File: src/hdl/motor_pkg.sv
package motor_pkg;

	// speed and setpoint in tach pulses per control window
	localparam int RPM_W   = 8;
	localparam int ERR_W   = RPM_W + 1; // signed error needs one more bit
	localparam int RPM_MAX = 255;        // edge count saturates here

	// duty cycle wide enough to hold the full period
	localparam int DUTY_W     = 7;
	localparam int PWM_PERIOD = 64;
	localparam int DUTY_MAX   = PWM_PERIOD; // output stuck high

	// control tick divider sized for simulation
	localparam int CTRL_PERIOD = 512;
	localparam int CTRL_CNT_W  = 9;

	// proportional gain = KP_NUM / 2**KP_SHIFT
	localparam int KP_NUM   = 3;
	localparam int KP_SHIFT = 2;
	localparam int PROD_W   = ERR_W + 3; // error times gain with headroom

	// speed loop fsm encodings
	localparam int STATE_W = 3;
	localparam logic [STATE_W-1:0] ST_IDLE   = 3'd0;
	localparam logic [STATE_W-1:0] ST_RUN    = 3'd1;
	localparam logic [STATE_W-1:0] ST_SAMPLE = 3'd2;
	localparam logic [STATE_W-1:0] ST_STEP   = 3'd3;
	localparam logic [STATE_W-1:0] ST_LOAD   = 3'd4;
	localparam logic [STATE_W-1:0] ST_ACK    = 3'd5;

endpackage
File: src/hdl/speed_loop_top.sv
`timescale 1ns/1ps

module speed_loop_top import motor_pkg::*; (
	input  logic              clk           ,
	input  logic              reset         ,
	input  logic              i_motor_en    ,
	input  logic              i_tach_pulse  ,
	input  logic              i_req         ,
	input  logic [RPM_W-1:0]  i_rpm_setpoint,
	output logic              o_ack         ,
	output logic              o_update      ,
	output logic              o_motor_pwm   ,
	output logic [DUTY_W-1:0] o_duty        ,
	output logic [RPM_W-1:0]  o_rpm_measured
);

	logic tick;
	logic sample;
	logic step;
	logic load_sp;
	logic run;

	control_timer u_control_timer (
		.clk   (clk  ),
		.reset (reset),
		.o_tick(tick )
	);

	tach_counter u_tach_counter (
		.clk           (clk           ),
		.reset         (reset         ),
		.i_tach_pulse  (i_tach_pulse  ),
		.i_sample      (sample        ),
		.o_rpm_measured(o_rpm_measured)
	);

	loop_fsm u_loop_fsm (
		.clk       (clk       ),
		.reset     (reset     ),
		.i_motor_en(i_motor_en),
		.i_tick    (tick      ),
		.i_req     (i_req     ),
		.o_sample  (sample    ),
		.o_step    (step      ),
		.o_load_sp (load_sp   ),
		.o_run     (run       ),
		.o_ack     (o_ack     ),
		.o_update  (o_update  )
	);

	speed_controller u_speed_controller (
		.clk           (clk           ),
		.reset         (reset         ),
		.i_rpm_setpoint(i_rpm_setpoint),
		.i_load_sp     (load_sp       ),
		.i_step        (step          ),
		.i_run         (run           ),
		.i_rpm_measured(o_rpm_measured),
		.o_duty        (o_duty        )
	);

	pwm_gen u_pwm_gen (
		.clk        (clk        ),
		.reset      (reset      ),
		.i_duty     (o_duty     ),
		.o_motor_pwm(o_motor_pwm)
	);

endmodule

File: src/hdl/pwm_gen.sv
`timescale 1ns/1ps

module pwm_gen import motor_pkg::*; (
	input  logic              clk        ,
	input  logic              reset      ,
	input  logic [DUTY_W-1:0] i_duty     ,
	output logic              o_motor_pwm
);

	logic [DUTY_W-2:0] cnt;    // counts 0 .. PWM_PERIOD-1 in one bit less than duty
	logic [DUTY_W-1:0] duty_q; // duty in force for this period
	logic              wrap;

	assign wrap = (cnt == (DUTY_W - 1)'(PWM_PERIOD - 1));

	always_ff @(posedge clk or posedge reset) begin
		if (reset) begin
			cnt    <= '0;
			duty_q <= '0;
		end else begin
			cnt <= wrap ? '0 : cnt + 1'b1;
			// new duty only at the period boundary
			if (wrap) begin
				duty_q <= i_duty;
			end
		end
	end

	// duty of DUTY_MAX keeps the line high for the whole period
	assign o_motor_pwm = ({1'b0, cnt} < duty_q);

endmodule

File: src/hdl/speed_controller.sv
`timescale 1ns/1ps

module speed_controller import motor_pkg::*; (
	input  logic              clk           ,
	input  logic              reset         ,
	input  logic [RPM_W-1:0]  i_rpm_setpoint,
	input  logic              i_load_sp     , // capture the host setpoint
	input  logic              i_step        , // one control step
	input  logic              i_run         ,
	input  logic [RPM_W-1:0]  i_rpm_measured,
	output logic [DUTY_W-1:0] o_duty        
);

	logic        [RPM_W-1:0]  sp_q;
	logic        [DUTY_W-1:0] duty_q;
	logic        [DUTY_W-1:0] duty_next;
	logic signed [ERR_W-1:0]  err;
	logic signed [PROD_W-1:0] prod;
	logic signed [PROD_W-1:0] offset;
	logic signed [PROD_W-1:0] sum;

	always_ff @(posedge clk or posedge reset) begin
		if (reset) begin
			sp_q <= '0;
		end else if (i_load_sp) begin
			sp_q <= i_rpm_setpoint;
		end
	end

	// proportional term only
	always_comb begin
		err    = $signed({1'b0, sp_q}) - $signed({1'b0, i_rpm_measured});
		prod   = PROD_W'(err * KP_NUM);
		offset = prod >>> KP_SHIFT; // floors toward minus infinity
		sum    = offset + $signed({{(PROD_W - DUTY_W){1'b0}}, duty_q});

		// clamp to 0 .. DUTY_MAX
		if (sum < 0) begin
			duty_next = '0;
		end else if (sum > DUTY_MAX) begin
			duty_next = DUTY_W'(DUTY_MAX);
		end else begin
			duty_next = sum[DUTY_W-1:0];
		end
	end

	always_ff @(posedge clk or posedge reset) begin
		if (reset) begin
			duty_q <= '0;
		end else if (!i_run) begin
			duty_q <= '0; // motor off
		end else if (i_step) begin
			duty_q <= duty_next;
		end
	end

	assign o_duty = duty_q;

endmodule

File: src/hdl/loop_fsm.sv
`timescale 1ns/1ps

module loop_fsm import motor_pkg::*; (
	input  logic clk       ,
	input  logic reset     ,
	input  logic i_motor_en, // motor enable switch
	input  logic i_tick    ,
	input  logic i_req     , // setpoint request from host
	output logic o_sample  ,
	output logic o_step    ,
	output logic o_load_sp ,
	output logic o_run     ,
	output logic o_ack     ,
	output logic o_update  
);

	logic [STATE_W-1:0] state;
	logic [STATE_W-1:0] state_next;
	logic               run_q;
	logic               run_next;

	always_ff @(posedge clk or posedge reset) begin
		if (reset) begin
			state <= ST_IDLE;
			run_q <= 1'b0;
		end else begin
			state <= state_next;
			run_q <= run_next;
		end
	end

	always_comb begin
		state_next = state;
		run_next   = run_q;
		case (state)
			ST_IDLE: begin
				if (i_req) begin
					state_next = ST_LOAD; // handshake served even when disabled
				end else if (i_motor_en) begin
					state_next = ST_RUN;
					run_next   = 1'b1;
				end
			end
			ST_RUN: begin
				if (!i_motor_en) begin
					state_next = ST_IDLE;
					run_next   = 1'b0;
				end else if (i_tick) begin
					state_next = ST_SAMPLE; // tick wins over a new request
				end else if (i_req) begin
					state_next = ST_LOAD;
				end
			end
			ST_SAMPLE: state_next = ST_STEP;
			ST_STEP: begin
				if (!i_motor_en) begin
					state_next = ST_IDLE;
					run_next   = 1'b0;
				end else begin
					state_next = ST_RUN;
				end
			end
			ST_LOAD: state_next = ST_ACK;
			ST_ACK: begin
				// ticks seen here are dropped
				if (!i_req) begin
					if (run_q && i_motor_en) begin
						state_next = ST_RUN;
					end else begin
						state_next = ST_IDLE;
						run_next   = 1'b0;
					end
				end
			end
			default: begin
				state_next = ST_IDLE;
				run_next   = 1'b0;
			end
		endcase
	end

	assign o_sample  = (state == ST_SAMPLE);
	assign o_step    = (state == ST_STEP);
	assign o_load_sp = (state == ST_LOAD);
	assign o_ack     = (state == ST_ACK);
	assign o_run     = run_q;

	// update flag lines up with the new duty
	always_ff @(posedge clk or posedge reset) begin
		if (reset) begin
			o_update <= 1'b0;
		end else begin
			o_update <= o_step;
		end
	end

endmodule

File: src/hdl/tach_counter.sv
`timescale 1ns/1ps

module tach_counter import motor_pkg::*; (
	input  logic             clk           ,
	input  logic             reset         ,
	input  logic             i_tach_pulse  , // async tachometer line
	input  logic             i_sample      , // closes the current window
	output logic [RPM_W-1:0] o_rpm_measured
);

	logic             tach_meta;
	logic             tach_sync;
	logic             tach_prev;
	logic             tach_rise;
	logic [RPM_W-1:0] edge_cnt;
	logic             cnt_full;

	// two-flop synchroniser plus a delay flop for edge detect
	always_ff @(posedge clk or posedge reset) begin
		if (reset) begin
			tach_meta <= 1'b0;
			tach_sync <= 1'b0;
			tach_prev <= 1'b0;
		end else begin
			tach_meta <= i_tach_pulse;
			tach_sync <= tach_meta;
			tach_prev <= tach_sync;
		end
	end

	assign tach_rise = tach_sync & ~tach_prev;
	assign cnt_full  = (edge_cnt == RPM_W'(RPM_MAX));

	always_ff @(posedge clk or posedge reset) begin
		if (reset) begin
			edge_cnt       <= '0;
			o_rpm_measured <= '0;
		end else if (i_sample) begin
			o_rpm_measured <= edge_cnt;
			// an edge in the sample cycle opens the new window
			edge_cnt       <= tach_rise ? RPM_W'(1) : '0;
		end else if (tach_rise && !cnt_full) begin
			edge_cnt <= edge_cnt + 1'b1;
		end
	end

endmodule

File: src/hdl/control_timer.sv
`timescale 1ns/1ps

module control_timer import motor_pkg::*; (
	input  logic clk   ,
	input  logic reset ,
	output logic o_tick  // one cycle per control period
);

	logic [CTRL_CNT_W-1:0] cnt;
	logic                  wrap;

	assign wrap = (cnt == CTRL_CNT_W'(CTRL_PERIOD - 1));

	// free-running period counter
	always_ff @(posedge clk or posedge reset) begin
		if (reset) begin
			cnt <= '0;
		end else if (wrap) begin
			cnt <= '0;
		end else begin
			cnt <= cnt + 1'b1;
		end
	end

	// registered tick on the wrap
	always_ff @(posedge clk or posedge reset) begin
		if (reset) begin
			o_tick <= 1'b0;
		end else begin
			o_tick <= wrap;
		end
	end

endmodule

File: config.mk
export PLATFORM = sky130hd
export DESIGN_NAME = speed_loop_top
export DESIGN_NICKNAME = d
export VERILOG_FILES = /design/src/hdl/motor_pkg.sv /design/src/hdl/speed_loop_top.sv /design/src/hdl/pwm_gen.sv /design/src/hdl/speed_controller.sv /design/src/hdl/loop_fsm.sv /design/src/hdl/tach_counter.sv /design/src/hdl/control_timer.sv
export SDC_FILE = /design/constraint.sdc
export NUM_CORES = 1
export LEC_CHECK = 0
export BUFFER_PORTS_ARGS = -buffer_cell sky130_fd_sc_hd__buf_4
export CAP_MARGIN = 20
export CORE_UTILIZATION = 45
export DETAILED_ROUTE_END_ITERATION = 10
export PLACE_DENSITY_LB_ADDON = 0.12
export SLEW_MARGIN = 30
export SYNTH_ARGS = -nofsm -noshare
export SYNTH_HDL_FRONTEND = slang
export SYNTH_SLANG_ARGS = --single-unit
export TNS_END_PERCENT = 5
File: constraint.sdc
create_clock -name clk -period 4.2 [get_ports clk]
set_clock_uncertainty 0.1 [all_clocks]
set_input_delay 0.84 -clock clk [delete_from_list [all_inputs] [get_ports clk]]
set_output_delay 0.84 -clock clk [all_outputs]
set_load 0.03 [all_outputs]
# After elaboration in Yosys (flattened, before gate mapping)
# Cells that the tools add are included.
[word_totals] out_inout_bits=18 input_bits=13 elab_cells=75 register_bits=62
[op_classes] addsub=5 n_reduce_logical=9 n_eq_ne=16 mux=24 n_bitwise=3 magnitude_cmp=3 multipliers=1
[ops] op="$mux W7" n=4
[ops] op="$mux W3" n=6
[ops] op="$pmux W3 S6" n=1
[ops] op="$mux W8" n=2
[ops] op="$mul A9 B3 Y12 const B" n=1
[ops] op="$add A10 B8 Y11" n=1
[ops] op="$gt A11 B8 Y1 const B" n=1
[ops] op="$lt A11 B1 Y1 const B" n=1
[ops] op="$ne A2 B2 Y1 const B" n=5
[ops] op="$add A9 B1 Y9 const B" n=1
[ops] op="$eq A9 B9 Y1 const B" n=1
[ops] op="$mux W9" n=1
[ops] op="$sub A8 B8 Y9" n=1
[ops] op="$add A8 B1 Y8 const B" n=1
[ops] op="$eq A8 B8 Y1 const B" n=1
[ops] op="$mux W1" n=8
[ops] op="$lt A6 B7 Y1" n=1
[ops] op="$add A6 B1 Y6 const B" n=1
[ops] op="$eq A3 B2 Y1 const B" n=2
[ops] op="$eq A3 B3 Y1 const B" n=2
[ops] op="$eq A6 B6 Y1 const B" n=1
[ops] op="$mux W6" n=1
[ops] op="$reduce_and A6 Y1" n=1
[ops] op="$ne A4 B4 Y1 const B" n=1
[ops] op="12 further kinds" n=15

# Depth between registers and ports, before layout
[logic_depth] ltp_word=8 mapped_depth=24 ltp_nobuf=24

# By module
# A second synthesis with hierarchy kept.
[unflattened] cells_unflattened=389 area_unflattened_um2=4032.6
[modules_own_cells] module="speed_controller" cells_per_inst=185 n_inst=1 area_per_inst_um2=1725.4 seq_area_each_um2=375.4
[modules_own_cells] module="tach_counter" cells_per_inst=71 n_inst=1 area_per_inst_um2=842.1 seq_area_each_um2=475.5
[modules_own_cells] module="pwm_gen" cells_per_inst=56 n_inst=1 area_per_inst_um2=690.7 seq_area_each_um2=325.3
[modules_own_cells] module="control_timer" cells_per_inst=39 n_inst=1 area_per_inst_um2=430.4 seq_area_each_um2=250.2
[modules_own_cells] module="loop_fsm" cells_per_inst=38 n_inst=1 area_per_inst_um2=344.1 seq_area_each_um2=125.1

# Worst setup path after synthesis
# Ideal clock, no wire load.
[synth_path] path_type="flip-flop to flip-flop" start="register u_tach_counter.o_rpm_measured[0]" end="register u_speed_controller.duty_q[3], in the netlist u_speed_controller.o_duty[3]" required_time_ps=4023 n_path_buf=0 stages_incl_launch_ff=21 setup_time_ps=77 path_slack_ps=-513 t_arrival_ps=4536 period_less_slack_ps=4713 cell_sequence="dfrtp_1 -> ha_1 -> inv_1 -> fa_1 -> a211oi_1 -> nor2_1 -> o21a_1 -> nor2_1 -> xnor2_1 -> ha_1 -> ha_1 -> a21oi_1 -> o21ai_0 -> xor2_1 -> ha_1 -> or4_1 -> o22ai_1 -> or4bb_1 -> o211ai_2 -> nand2_2 -> o21ai_1"
[synth_via] elab_chain_len=8 elab_cells_between_ends=9 cone_classes="add/sub (2); mul (1); order compare (2); mux (4)"
[synth_lines] element="start: declaration" line="tach_counter.sv:8" text="output logic [RPM_W-1:0] o_rpm_measured"
[synth_lines] element="start signal: assignment" line="tach_counter.sv:39" text="o_rpm_measured <= edge_cnt;"
[synth_lines] element="$sub A8 B8 Y9 (*)" line="speed_controller.sv:32" text="err = $signed({1'b0, sp_q}) - $signed({1'b0, i_rpm_measured});"
[synth_lines] element="$mul A9 B3 Y12 (*)" line="speed_controller.sv:33" text="prod = PROD_W'(err * KP_NUM);"
[synth_lines] element="$add A10 B8 Y11 (*)" line="speed_controller.sv:35" text="sum = offset + $signed({{(PROD_W - DUTY_W){1'b0}}, duty_q});"
[synth_lines] element="$gt A11 B8 Y1" line="speed_controller.sv:40" text="end else if (sum > DUTY_MAX) begin"
[synth_lines] element="$mux W7" line="speed_controller.sv:40"
[synth_lines] element="$mux W7 (*)" line="speed_controller.sv:38" text="if (sum < 0) begin"
[synth_lines] element="$mux W7 (*)" line="speed_controller.sv:52" text="end else if (i_step) begin"
[synth_lines] element="$mux W7 (*)" line="speed_controller.sv:50" text="end else if (!i_run) begin"
[synth_lines] element="end signal: assignment" line="speed_controller.sv:53" text="duty_q <= duty_next;"
[synth_lines] element="end: declaration" line="speed_controller.sv:15" text="logic [DUTY_W-1:0] duty_q;"
# Every way passes the cells marked *; elsewhere a longest branch is shown, timed or not. The select of a mux whose other input is x is not followed.
# A chain may end at the register's enable or synchronous reset.

# Final worst setup path
[layout_path] start="register u_speed_controller.sp_q[0]" end="register u_speed_controller.duty_q[0], in the netlist u_speed_controller.o_duty[0]"
[layout_via] elab_chain_len=8 elab_cells_between_ends=9 cone_classes="add/sub (2); mul (1); order compare (2); mux (4)"
[layout_lines] element="start: declaration" line="speed_controller.sv:14" text="logic [RPM_W-1:0] sp_q;"
[layout_lines] element="start signal: assignment" line="speed_controller.sv:26" text="sp_q <= i_rpm_setpoint;"
[layout_lines] element="$sub A8 B8 Y9 (*)" line="speed_controller.sv:32"
[layout_lines] element="$mul A9 B3 Y12 (*)" line="speed_controller.sv:33"
[layout_lines] element="$add A10 B8 Y11 (*)" line="speed_controller.sv:35"
[layout_lines] element="$gt A11 B8 Y1" line="speed_controller.sv:40"
[layout_lines] element="$mux W7" line="speed_controller.sv:40"
[layout_lines] element="$mux W7 (*)" line="speed_controller.sv:38"
[layout_lines] element="$mux W7 (*)" line="speed_controller.sv:52"
[layout_lines] element="$mux W7 (*)" line="speed_controller.sv:50"
# Marked as above.

==> impl_metrics.yaml <==
run_status:
  status: "complete, but fails checks"
  violations: "negative setup slack"
yosys:
  ys_types: 47
  synth_edf_count: 0
  synth_area_um2: 3726
  synthFlopType: "dfrtp_1"
  ys_seq_area_share_pct: 41.64
  synth_nets: 434
  ys_warn_count: 0
  async_flop_share_pct: 100.0
  synthCells: 379
  synth.avg_cell_area_um2: 9.831
  synth-seq-cells: 62
worst_setup_path:
  critical_path_class: "reg2reg"
  critical_path_required_ns: 4.37
  cp_cell_sequence: "inv_2, ha_4, inv_2, fa_2, a211oi_2, nor2_1, o21a_1, nor2_1, xnor2_1, ha_1, ha_4, buf_4, a21oi_2, o21ai_1, xor2_1, ha_1, or4_1, o22ai_2, or4bb_4, o211ai_4, nand2_4, o21ai_2"
  cp-end-kind: "flip-flop"
  cp-start-kind: "flip-flop"
  critPathMaxFanout: 6
  slowest_delay_ns: 0.49
  cp.arrival_ns: 4.94
  cp_top_family: "simple AND/OR/NAND/NOR gates"
  cpMaxStageDelayCell: "or4_1"
  path_buf_inv: 3
drt:
  ant_nets: 0
  drt_wl_total_um: 7363
  first_pass_iters: 4
  vias_per_cell: 5.232
  routedWlPerCell_um: 13.12
  drc: 0
  drtIter0Drc: 50
  vias: 2935
timing:
  max_slew_margin_pct: 40.49
  slew_viol_final: 0
  fin_crit_ns: 4.775
  rsz0062_at_grt: "true"
  timing.fmax_mhz: 209.4
  worstMarginPinSlew_ns: 0.8894
  hold_violations: 0
  fin_ws_ns: -0.5755
  finalCritPeriodShare_pct: 113.7
  setup_viol: 7
clock_tree:
  insertion_delay_ns: 0.35
  cts_buffers: 9
  htree_levels: 3
  clockBufferDepth: 2
  cts_tree: "yes"
  root_buffer: "clkbuf_8"
  cts.clk_slew.worst_paths_ns: 0.06
  clock-sinks: 62
global_routing:
  use_met1_pct: 22.91
  grt_pass1_vias: 2890
  use_met2_pct: 31.19
  gr-usage-met3_pct: 4.228
  grtUsageTotal_pct: 18.75
  antenna_found_initial: 0
  grt_pass1_wl_um: 12630
  top_usage_layer: "met2"
  gr-total-overflow: 0
  grt_max_degree: 44
cells_and_area:
  drive_gt1_share_pct: 28.76
  final_cell_mix: "buf_4, dfrtp_1, ha_1"
  synthToLayoutAreaGrowth_pct: 25.72
  layout_commonest_cell: "buf_4"
  final_area_um2: 4684
  final_cells: 561
  nNetsFinal: 511
  diodes: 0
place:
  place.port_buffers: 30
  place_congestion: 0.7945
  place_ws_ns: -0.4848
  post-place-cells: 541
  hpwl_um: 5528
  placed_area_um2: 4367
flow_run:
  maxCapViolCount: 0
die:
  die-area_um2: 8648
  coreArea_um2: 7848
  die_y_um: 93.00
  die-width_um: 93.00
  start_util_pct: 47.48
  io-pin-count: 31
  rows: 32
min_path:
  hold_path_class: "reg2reg"
-- routing by layer --
layer	vias to the layer above	share of wire, %
met2	41	47
li1	1482	-
met3	14	3.0
met4	0	2.4
met1	1398	48
met5	-	0
-- state kept, by name (all words and copies together), names as in the netlist, 3 cells and up --
name and cells:
u_pwm_gen.duty_q 7, u_control_timer.cnt 9, u_tach_counter.edge_cnt 8, u_loop_fsm.state 3, u_speed_controller.o_duty 7, u_tach_counter.o_rpm_measured 8
u_speed_controller.sp_q 8, u_pwm_gen.cnt 6
-- through the flow --
stage                     TNS [ns]  hold slack [ns]  utilization [%]
after floorplan             -1.760           0.2312                -
after global placement      -2.487           0.2315            55.64
after detailed placement    -3.150           0.2370            55.64
after CTS                   -2.882           0.2523            58.29
after global routing        -5.399           0.2565            59.69
final                       -3.860           0.2501            59.69
-- Yosys cell counts, types with 3 or more instances --
master    number  area, um^2
o21a_1         3       22.52
inv_1         24       90.09
ha_1          39       488.0
nor2_1        36       135.1
dfrtp_1       62        1551
clkbuf_1       8       30.03
o211ai_1       5       37.54
nor2b_1        3       18.77
xnor2_1       13       113.9
a21o_1        10       75.07
a211oi_1       6       45.04
a21oi_1       19       95.09
nand3_1       13       65.06
mux2_2        11       123.9
o21ai_1        6       30.03
nand2b_1       4       25.02
o21ai_0       23       115.1
and3_1         8       50.05
xor2_1        17       148.9
nand2_1       32       120.1
fa_1           3       60.06
-- path summary, 6_finish.rpt --
path / to / cells past startpoint / startpoint / slack, ns
min in group asynchronous: u_tach_counter.edge_cnt[3] / 2 / reset / 0.50
max in group asynchronous: u_speed_controller.o_duty[5] / 3 / reset / 2.77
worst max register to register: u_speed_controller.o_duty[0] / 22 / u_speed_controller.sp_q[0] / -0.58
worst min register to register: u_tach_counter.tach_sync / 0 / u_tach_counter.tach_meta / 0.25
worst min-delay path: u_tach_counter.tach_sync / 0 / u_tach_counter.tach_meta / 0.25
worst max-delay path: u_speed_controller.o_duty[0] / 22 / u_speed_controller.sp_q[0] / -0.58
-- kinds of logic (layout without fill, tap and decap cells) --
family	Yosys count	after routing	share of synthesized area, %
AOI/OAI and AO/OA	88	88	15.01
adders and majority gates	42	42	14.71
and+or+nand+nor	113	113	14.78
xor gates and xnor gates	30	30	7.052
DFF	62	62	41.64
muxes	12	12	3.593
buffers and inverters	32	112	3.224
-- area by class of cell --
type / instances / area (um^2)
Fill cell: 698 / 3163
Multi-Input combinational cell: 285 / 2170
Sequential cell: 62 / 1554
Timing Repair Buffer: 74 / 555.5
Clock buffer: 10 / 137.6
Tap cell: 102 / 127.6
Inverter: 24 / 91.34
Clock inverter: 4 / 48.80
-- repair_timing --
action                                 in CTS  in global routing
setup endpoints to repair                   7                  7
endpoints found under the hold margin       0                  0
hold buffers                                0                  0
gates resized for setup                     3                 20
buffers inserted                            2                  4
pin swaps                                   2                 22
Power is not shown: default switching activity piles up to over one toggle a cycle in this logic, so the estimate is an artifact.
